`src/design/mmu_macros.svh`:
```
`ifndef MMU_MACROS_SVH
`define MMU_MACROS_SVH

// Number of fully associative TLB entries (two or more)
`define MMU_TLB_ENTRIES 4

// Translation table base width
// Base plus VA[31:20] plus two zero bits forms a 32-bit address
`define MMU_TBASE_BITS 18

`endif

```
`src/design/mmuPkg.sv`:
```
`default_nettype none

package mmuPkg;

  // Table walker states
  typedef enum logic [1:0] {IDLE, LEVEL1, LEVEL2} walkState;

  // Translation granule decides how many VA bits pass through
  typedef enum logic [1:0] {SECTION, LARGE, SMALL} pageSize;

  // First-level section descriptor
  typedef struct packed {
    logic [11:0] base;
    logic [17:0] rsvd;
    logic [1:0]  kind;
  } sectionView;

  // First-level coarse table pointer
  typedef struct packed {
    logic [21:0] base;
    logic [7:0]  rsvd;
    logic [1:0]  kind;
  } coarseView;

  // Second-level page descriptor
  // Small base is largeBase followed by smallLow
  typedef struct packed {
    logic [15:0] largeBase;
    logic [3:0]  smallLow;
    logic [9:0]  rsvd;
    logic [1:0]  kind;
  } pageView;

  // One fetched descriptor word read three ways
  typedef union packed {
    sectionView section;
    coarseView  coarse;
    pageView    page;
  } descWord;

  // TLB entry with tag and base from address bits 31..12
  typedef struct packed {
    logic        valid;
    logic [19:0] vtag;
    logic [19:0] pbase;
    pageSize     size;
  } tlbEntry;

endpackage

`default_nettype wire

```
`src/design/tlbIf.sv`:
```
`timescale 1ns/1ns
`default_nettype none

// Lookup and fill path between walker and TLB
interface tlbIf
  import mmuPkg::*;
();

  // Combinational lookup
  logic [31:0] lookupVa;
  logic        hit;
  logic [31:0] hitPa;

  // Fill written on the edge where fillEn is high
  logic        fillEn;
  logic [31:0] fillVa;
  logic [19:0] fillBase;
  pageSize     fillSize;

  modport walker (
    output lookupVa, fillEn, fillVa, fillBase, fillSize,
    input  hit, hitPa
  );

  modport tlb (
    input  lookupVa, fillEn, fillVa, fillBase, fillSize,
    output hit, hitPa
  );

endinterface

`default_nettype wire

```
`src/design/tlbCache.sv`:
```
`timescale 1ns/1ns
`default_nettype none
`include "mmu_macros.svh"

module tlbCache
  import mmuPkg::*;
(
  input  logic clk,
  input  logic reset,
  input  logic flushTlb,
  tlbIf.tlb    tlb
);

  localparam int Entries = `MMU_TLB_ENTRIES;
  localparam int PtrBits = $clog2(Entries);

  tlbEntry            entries [Entries];
  logic [PtrBits-1:0] fillPtr;
  logic [Entries-1:0] hitVec;

  // Tag bits that take part in the compare for each granule
  function automatic logic [19:0] tagMask(input pageSize size);
    case (size)
      SECTION: tagMask = 20'hfff00;
      LARGE:   tagMask = 20'hffff0;
      default: tagMask = 20'hfffff;
    endcase
  endfunction

  // Physical address from stored base and untranslated VA bits
  function automatic logic [31:0] joinPa(input tlbEntry e, input logic [31:0] va);
    case (e.size)
      SECTION: joinPa = {e.pbase[19:8], va[19:0]};
      LARGE:   joinPa = {e.pbase[19:4], va[15:0]};
      default: joinPa = {e.pbase, va[11:0]};
    endcase
  endfunction

  // ============================================================
  // Lookup
  // ============================================================

  always_comb begin
    for (int i = 0; i < Entries; i++) begin
      hitVec[i] = entries[i].valid &&
                  (((entries[i].vtag ^ tlb.lookupVa[31:12]) & tagMask(entries[i].size)) == '0);
    end
  end

  // At most one hit, so last match wins harmlessly
  always_comb begin
    tlb.hitPa = '0;
    for (int i = 0; i < Entries; i++) begin
      if (hitVec[i]) begin
        tlb.hitPa = joinPa(entries[i], tlb.lookupVa);
      end
    end
  end

  assign tlb.hit = |hitVec;

  // ============================================================
  // Fill and flush
  // ============================================================

  always_ff @(posedge clk or posedge reset) begin
    if (reset) begin
      fillPtr <= '0;
      for (int i = 0; i < Entries; i++) begin
        entries[i] <= '0;
      end
    end else if (flushTlb) begin
      // Flush drops every entry and restarts replacement
      fillPtr <= '0;
      for (int i = 0; i < Entries; i++) begin
        entries[i].valid <= 1'b0;
      end
    end else if (tlb.fillEn) begin
      entries[fillPtr] <= '{valid: 1'b1, vtag: tlb.fillVa[31:12],
                            pbase: tlb.fillBase, size: tlb.fillSize};
      // Round-robin pointer wraps for any depth
      fillPtr <= (fillPtr == PtrBits'(Entries - 1)) ? '0 : fillPtr + 1'b1;
    end
  end

  // Walker fills only after a miss, so entries never overlap
  aOneHit: assert property (@(posedge clk) disable iff (reset) $onehot0(hitVec))
    else $error("TLB: more than one entry hits");

endmodule

`default_nettype wire

```
`src/design/tableWalker.sv`:
```
`timescale 1ns/1ns
`default_nettype none
`include "mmu_macros.svh"

module tableWalker
  import mmuPkg::*;
(
  input  logic                       clk,
  input  logic                       reset,
  input  logic                       enable,
  input  logic                       req,
  input  logic [31:0]                va,
  input  logic [`MMU_TBASE_BITS-1:0] tableBase,
  input  logic [31:0]                memRdata,
  input  logic                       memReady,
  output logic                       memReq,
  output logic [31:0]                memAddr,
  output logic                       done,
  output logic                       fault,
  output logic [31:0]                pa,
  output logic [3:0]                 faultCode,
  tlbIf.walker                       walk
);

  walkState    state;
  descWord     desc;
  logic [21:0] coarseBase;
  logic        startReq;
  logic        walkDone;
  logic        walkFault;
  logic [3:0]  walkCode;
  logic [31:0] walkPa;
  logic [19:0] walkBase;
  pageSize     walkSize;

  // Fetched word seen through the descriptor views
  assign desc = descWord'(memRdata);

  // New request only in IDLE, and not while a result strobe is up
  assign startReq = (state == IDLE) && enable && req && !done && !fault;

  // ============================================================
  // Memory port
  // ============================================================

  assign memReq = (state == LEVEL1) || (state == LEVEL2);

  // Level one indexes by VA[31:20], level two by VA[19:12]
  assign memAddr = (state == LEVEL2) ? {coarseBase, va[19:12], 2'b00}
                                     : {tableBase, va[31:20], 2'b00};

  // ============================================================
  // Descriptor decode
  // ============================================================

  always_comb begin
    walkDone  = 1'b0;
    walkFault = 1'b0;
    walkCode  = 4'd0;
    walkPa    = '0;
    walkBase  = '0;
    walkSize  = SMALL;
    if (memReady) begin
      case (state)
        LEVEL1: begin
          case (desc.section.kind)
            // 1 MB section
            2'b10: begin
              walkDone = 1'b1;
              walkPa   = {desc.section.base, va[19:0]};
              walkBase = {desc.section.base, 8'h00};
              walkSize = SECTION;
            end
            // Coarse pointer needs a second fetch
            2'b01: ;
            // Fault or unsupported fine table
            default: begin
              walkFault = 1'b1;
              walkCode  = 4'd5;
            end
          endcase
        end
        LEVEL2: begin
          case (desc.page.kind)
            // 64 KB large page
            2'b01: begin
              walkDone = 1'b1;
              walkPa   = {desc.page.largeBase, va[15:0]};
              walkBase = {desc.page.largeBase, 4'h0};
              walkSize = LARGE;
            end
            // 4 KB small page
            2'b10: begin
              walkDone = 1'b1;
              walkPa   = {desc.page.largeBase, desc.page.smallLow, va[11:0]};
              walkBase = {desc.page.largeBase, desc.page.smallLow};
              walkSize = SMALL;
            end
            // Fault or tiny page
            default: begin
              walkFault = 1'b1;
              walkCode  = 4'd7;
            end
          endcase
        end
        default: ;
      endcase
    end
  end

  // ============================================================
  // TLB port
  // ============================================================

  assign walk.lookupVa = va;
  assign walk.fillVa   = va;
  assign walk.fillBase = walkBase;
  assign walk.fillSize = walkSize;
  // Fill lands on the edge where done rises
  assign walk.fillEn   = walkDone && enable;

  // ============================================================
  // State and results
  // ============================================================

  always_ff @(posedge clk or posedge reset) begin
    if (reset) begin
      state <= IDLE;
    end else if (!enable) begin
      state <= IDLE;
    end else begin
      case (state)
        IDLE:    if (startReq && !walk.hit) state <= LEVEL1;
        LEVEL1:  if (memReady) state <= (desc.coarse.kind == 2'b01) ? LEVEL2 : IDLE;
        LEVEL2:  if (memReady) state <= IDLE;
        default: state <= IDLE;
      endcase
    end
  end

  // Coarse table base held for the second fetch
  always_ff @(posedge clk) begin
    if (state == LEVEL1 && memReady) begin
      coarseBase <= desc.coarse.base;
    end
  end

  // One-cycle strobes
  always_ff @(posedge clk or posedge reset) begin
    if (reset) begin
      done  <= 1'b0;
      fault <= 1'b0;
    end else begin
      done  <= (startReq && walk.hit) || (walkDone && enable);
      fault <= walkFault && enable;
    end
  end

  // Result payload
  always_ff @(posedge clk) begin
    if (startReq && walk.hit) begin
      pa <= walk.hitPa;
    end else if (walkDone) begin
      pa <= walkPa;
    end
    if (walkFault) begin
      faultCode <= walkCode;
    end
  end

  aAddrStable: assert property (@(posedge clk) disable iff (reset)
    memReq && !memReady && enable |=> $stable(memAddr))
    else $error("Walker: memAddr changed while memReq waited");

  aNotBoth: assert property (@(posedge clk) disable iff (reset) !(done && fault))
    else $error("Walker: done and fault high together");

endmodule

`default_nettype wire

```
`src/design/faultRegs.sv`:
```
`timescale 1ns/1ns
`default_nettype none

module faultRegs (
  input  logic        clk,
  input  logic        reset,
  input  logic        fault,
  input  logic [3:0]  faultCode,
  input  logic [31:0] va,
  output logic [3:0]  faultStatus,
  output logic [31:0] faultAddr
);

  // ============================================================
  // Fault status and fault address
  // ============================================================

  // Loaded from the walker's fault pulse
  // New values visible the cycle after the pulse
  // Held until the next fault
  always_ff @(posedge clk or posedge reset) begin
    if (reset) begin
      faultStatus <= 4'd0;
      faultAddr   <= 32'd0;
    end else if (fault) begin
      // Code 5 for level one, 7 for level two
      faultStatus <= faultCode;
      // Requester still holds va during the pulse
      faultAddr   <= va;
    end
  end

endmodule

`default_nettype wire

```
`src/design/mmuTop.sv`:
```
`timescale 1ns/1ns
`default_nettype none
`include "mmu_macros.svh"

module mmuTop (
  input  logic                       clk,
  input  logic                       reset,
  // Requester
  input  logic                       req,
  input  logic [31:0]                va,
  output logic                       done,
  output logic [31:0]                pa,
  output logic                       fault,
  // Configuration
  input  logic                       enable,
  input  logic [`MMU_TBASE_BITS-1:0] tableBase,
  input  logic                       flushTlb,
  // Memory read port
  output logic                       memReq,
  output logic [31:0]                memAddr,
  input  logic [31:0]                memRdata,
  input  logic                       memReady,
  // Fault registers
  output logic [3:0]                 faultStatus,
  output logic [31:0]                faultAddr
);

  logic [3:0] faultCode;

  tlbIf tlbBus ();

  // ============================================================
  // TLB, walker, fault registers
  // ============================================================

  tlbCache u_tlbCache (
    .clk      (clk),
    .reset    (reset),
    .flushTlb (flushTlb),
    .tlb      (tlbBus.tlb)
  );

  tableWalker u_tableWalker (
    .clk       (clk),
    .reset     (reset),
    .enable    (enable),
    .req       (req),
    .va        (va),
    .tableBase (tableBase),
    .memRdata  (memRdata),
    .memReady  (memReady),
    .memReq    (memReq),
    .memAddr   (memAddr),
    .done      (done),
    .fault     (fault),
    .pa        (pa),
    .faultCode (faultCode),
    .walk      (tlbBus.walker)
  );

  faultRegs u_faultRegs (
    .clk         (clk),
    .reset       (reset),
    .fault       (fault),
    .faultCode   (faultCode),
    .va          (va),
    .faultStatus (faultStatus),
    .faultAddr   (faultAddr)
  );

endmodule

`default_nettype wire

```
`config.mk`:
```
export PLATFORM = sky130hd
export DESIGN_NAME = mmuTop
export DESIGN_NICKNAME = d
export VERILOG_FILES = /design/src/design/mmuPkg.sv /design/src/design/tlbIf.sv /design/src/design/tlbCache.sv /design/src/design/tableWalker.sv /design/src/design/faultRegs.sv /design/src/design/mmuTop.sv
export VERILOG_INCLUDE_DIRS = /design/src /design/src/design
export SDC_FILE = /design/constraint.sdc
export NUM_CORES = 1
export LEC_CHECK = 0
export BUFFER_PORTS_ARGS = -buffer_cell sky130_fd_sc_hd__buf_2
export CAP_MARGIN = 20
export CELL_PAD_IN_SITES_DETAIL_PLACEMENT = 1
export CELL_PAD_IN_SITES_GLOBAL_PLACEMENT = 1
export CORE_ASPECT_RATIO = 1.1
export CORE_MARGIN = 10
export CORE_UTILIZATION = 40
export DETAILED_ROUTE_END_ITERATION = 8
export PLACE_DENSITY = 0.85
export SETUP_SLACK_MARGIN = 0.2
export SLEW_MARGIN = 25
export SYNTH_ARGS = -nofsm -noshare
export SYNTH_HDL_FRONTEND = slang
export SYNTH_SLANG_ARGS = --single-unit
```
`constraint.sdc`:
```
create_clock -name clk -period 6.5 [get_ports clk]
set_input_delay 0.325 -clock clk [delete_from_list [all_inputs] [get_ports clk]]
set_output_delay 0.325 -clock clk [all_outputs]
set_load 0.05 [all_outputs]
```
==> flow_summary.json <==
{
  "status": "finished with violations",
  "violations": "hold timing",
  "syn_area_um2": 12600,
  "cap_viol_max_count": 0,
  "cts_made_buffers": 29,
  "grt_max_degree": 130,
  "drtIter0Drc": 556,
  "synth_top_area_share": 0.422,
  "yosys-top-cells-area": "dfrtp_1 (42%), edfxtp_1 (13%), mux2_2 (13%)",
  "p_leak_nw": 6.28,
  "final-seq-area_um2": 6990,
  "syn_inst": 1100,
  "fmax_ghz": 0.258,
  "tritoncts": "done",
  "finalMaxSlewViolations": 0,
  "fin_ws_ns": 2.63,
  "skew_ns": 0.0140,
  "post-place-ws_ns": 2.35,
  "cts_max_level": 1,
  "floorplan.initialDensity": 0.403,
  "multi_input_area_um2": 5020,
  "drc": 0,
  "cts_setup_buffers": 0,
  "die_area_um2": 39000,
  "vias": 9192,
  "vias_per_cell": 5.44,
  "vdd_drop_max_mv": 0.215,
  "port-buffer-count": 179,
  "cts_buffer_depth": 3,
  "die_w_um": 189,
  "antenna_found_initial": 0,
  "fillers": 3356,
  "syn_to_final_growth_pct": 17.8,
  "hold_viol": 28,
  "fp.dieH_um": 206,
  "ant_nets": 0,
  "firstDrtPassIters": 4,
  "ys_warn_count": 0,
  "critical_path_arrival_ns": 4.31,
  "rsz0062_at_grt": "false",
  "grt-ovfl-total": 0,
  "nNetsFinal": 1345,
  "post_cts_resized": 0,
  "dp_hpwl_um": 23300,
  "period_share": 0.595,
  "synth-seq-cells": 268,
  "min_path_type": "input pin to asynchronous set/reset pin",
  "routabilityCongestion": 0.842,
  "core_um2": 31200,
  "reg2reg_slack_ns": 2.63,
  "diodes": 0,
  "fin_setup_tns_ns": 0,
  "cts-hold-fix-buffers": 19,
  "drive_gt1_frac": 0.314,
  "wl_per_cell_um": 21.2,
  "synth_edf_count": 56,
  "grt_pass1_vias": 9985,
  "track_usage": 0.179,
  "timing.slew.headroom": 0.291,
  "yosys.area.top_type": "dfrtp_1",
  "finalWirelength_um": 35800,
  "finalSetupViolations": 0,
  "cts_sinks": 268,
  "power_density_nw_per_um2": 312,
  "seq_area_frac_synth": 0.555,
  "async_flop_share": 0.791,
  "worst_pin_slew_ns": 1.06,
  "startpoint_type": "register",
  "num_io_pins": 191,
  "grt_pass1_wl_um": 56000,
  "cp-end-kind": "register",
  "crit_fanout": 36,
  "clkTransAtPathRegs_ns": 0.06,
  "cp.required_ns": 6.94,
  "whs_ns": -0.0289,
  "syn_avg_cell_area_um2": 11.4,
  "ys_types": 50,
  "crit_type": "register to register",
  "synth-main-ff-cell": "dfrtp_1",
  "period_minus_slack_ns": 3.87,
  "clk_latency_ns": 0.55,
  "cts-root-buf": "clkbuf_16",
  "num_rows": 68
}
[area by class of cell]
type,instances,area share
clock buffers,36,0.0521
clock inverters,18,0.0119
repair buffers,208,0.0799
flip-flops and latches,268,0.471
well taps,420,0.0355
inverters,40,0.0106
multi-input cells,700,0.339
[cell usage after synthesis (12+ instances only)]
| cell type | n |
|---|---|
| xor2_1 | 20 |
| edfxtp_1 | 56 |
| nand4_1 | 14 |
| mux2_2 | 148 |
| inv_1 | 40 |
| a31oi_1 | 12 |
| o21ai_0 | 106 |
| clkbuf_1 | 42 |
| dfrtp_1 | 212 |
| o211ai_1 | 13 |
| nor2b_1 | 18 |
| a21oi_1 | 32 |
| nand3_1 | 13 |
| nor2_1 | 16 |
| buf_2 | 37 |
| nand2_1 | 145 |
| xnor2_1 | 60 |
| o221ai_1 | 16 |
[power breakdown]
part / internal, W / total, W / switching, W
clock network: 0.000962 / 0.00164 / 0.000682
registers: 0.00188 / 0.00197 / 0.0000903
logic: 0.000283 / 0.00102 / 0.000735
[worst max-delay path: stages (launching register included)]
cell,delay (ns)
dfrtp_1,0.40
inv_1,0.12
ha_2,0.84
nor3b_4,0.50
o21ai_1,0.27
nor2_2,0.32
nand2_2,0.53
buf_4,0.46
mux2_2,0.31
[stage by stage]
| step | utilization | instance area, um2 | total power (W) | cells |
|---|---|---|---|---|
| 4_1_cts | 0.474 | 14800 | 0.00468 | 1689 |
| 6_report | 0.475 | 14800 | 0.00463 | 1690 |
| 2_1_floorplan | - | 12600 | 0.00275 | 1102 |
| 3_3_place_gp | 0.437 | 13600 | 0.00298 | 1616 |
| 5_1_grt | 0.475 | 14800 | 0.00482 | 1690 |
| 3_5_place_dp | 0.437 | 13600 | 0.00301 | 1616 |
[state kept, by name, summed over array words and instances (netlist names)]
name	flops
u_tableWalker.done	1
u_tableWalker.state	2
u_tableWalker.faultCode	2
u_tlbCache.entries	172
u_tableWalker.pa	32
u_faultRegs.faultStatus	2
u_tlbCache.fillPtr	2
u_tableWalker.fault	1
u_faultRegs.faultAddr	32
u_tableWalker.coarseBase	22
[cells by family after synthesis]
kind of cell               after synthesis  synth area share
AOI/OAI and AO/OA                      218             0.105
xor gates and xnor gates                80            0.0557
adders and majority gates               10           0.00994
buffers and inverters                  134            0.0490
DFF                                    268             0.555
muxes                                  159             0.141
other                                    1          0.000298
and+or+nand+nor                        230            0.0837
[routing by layer]
metal,wire length [um],part of all wire,global-route usage,vias to the layer above
met5,0,0,0,-
met4,696,0.019,0.0502,0
met3,1950,0.054,0.0334,56
met2,18600,0.52,0.321,256
met1,14500,0.41,0.215,4743
li1,-,-,-,4137
[layout by cell type, fill, tap and decap left out, types with 11 or more instances in the layout]
cell type      Yosys  final
a21oi_1           32     32
a31oi_1           12     12
buf_2             37    179
clkbuf_16          0     29
dfrtp_1          212    211
dlygate4sd3_1      0     19
edfxtp_1          56     56
inv_1             40     39
mux2_2           148    148
mux2i_1           11     11
nand2_1          145    141
nand3_1           13     13
nand4_1           14     14
nor2_1            16     15
nor2b_1           18     18
o211ai_1          13     13
o21ai_0          106    106
o221ai_1          16     16
xnor2_1           60     60
xor2_1            20     20
[final timing paths]
| check | startpoint | end | cells past startpoint |
|---|---|---|---|
| min in group clk | memRdata[18] | u_tableWalker.coarseBase[8] | 1 |
| min | reset | u_faultRegs.faultAddr[18] | 2 |
| max reg2reg | u_tableWalker.state[0] | u_tlbCache.entries[158] | 8 |
| min reg2reg | u_tlbCache.entries[98] | u_tlbCache.entries[98] | 2 |
| max | u_tableWalker.state[0] | u_tlbCache.entries[158] | 8 |
| max in group asynchronous | reset | u_tlbCache.entries[16] | 3 |
Power figures use the tool's default switching activity.
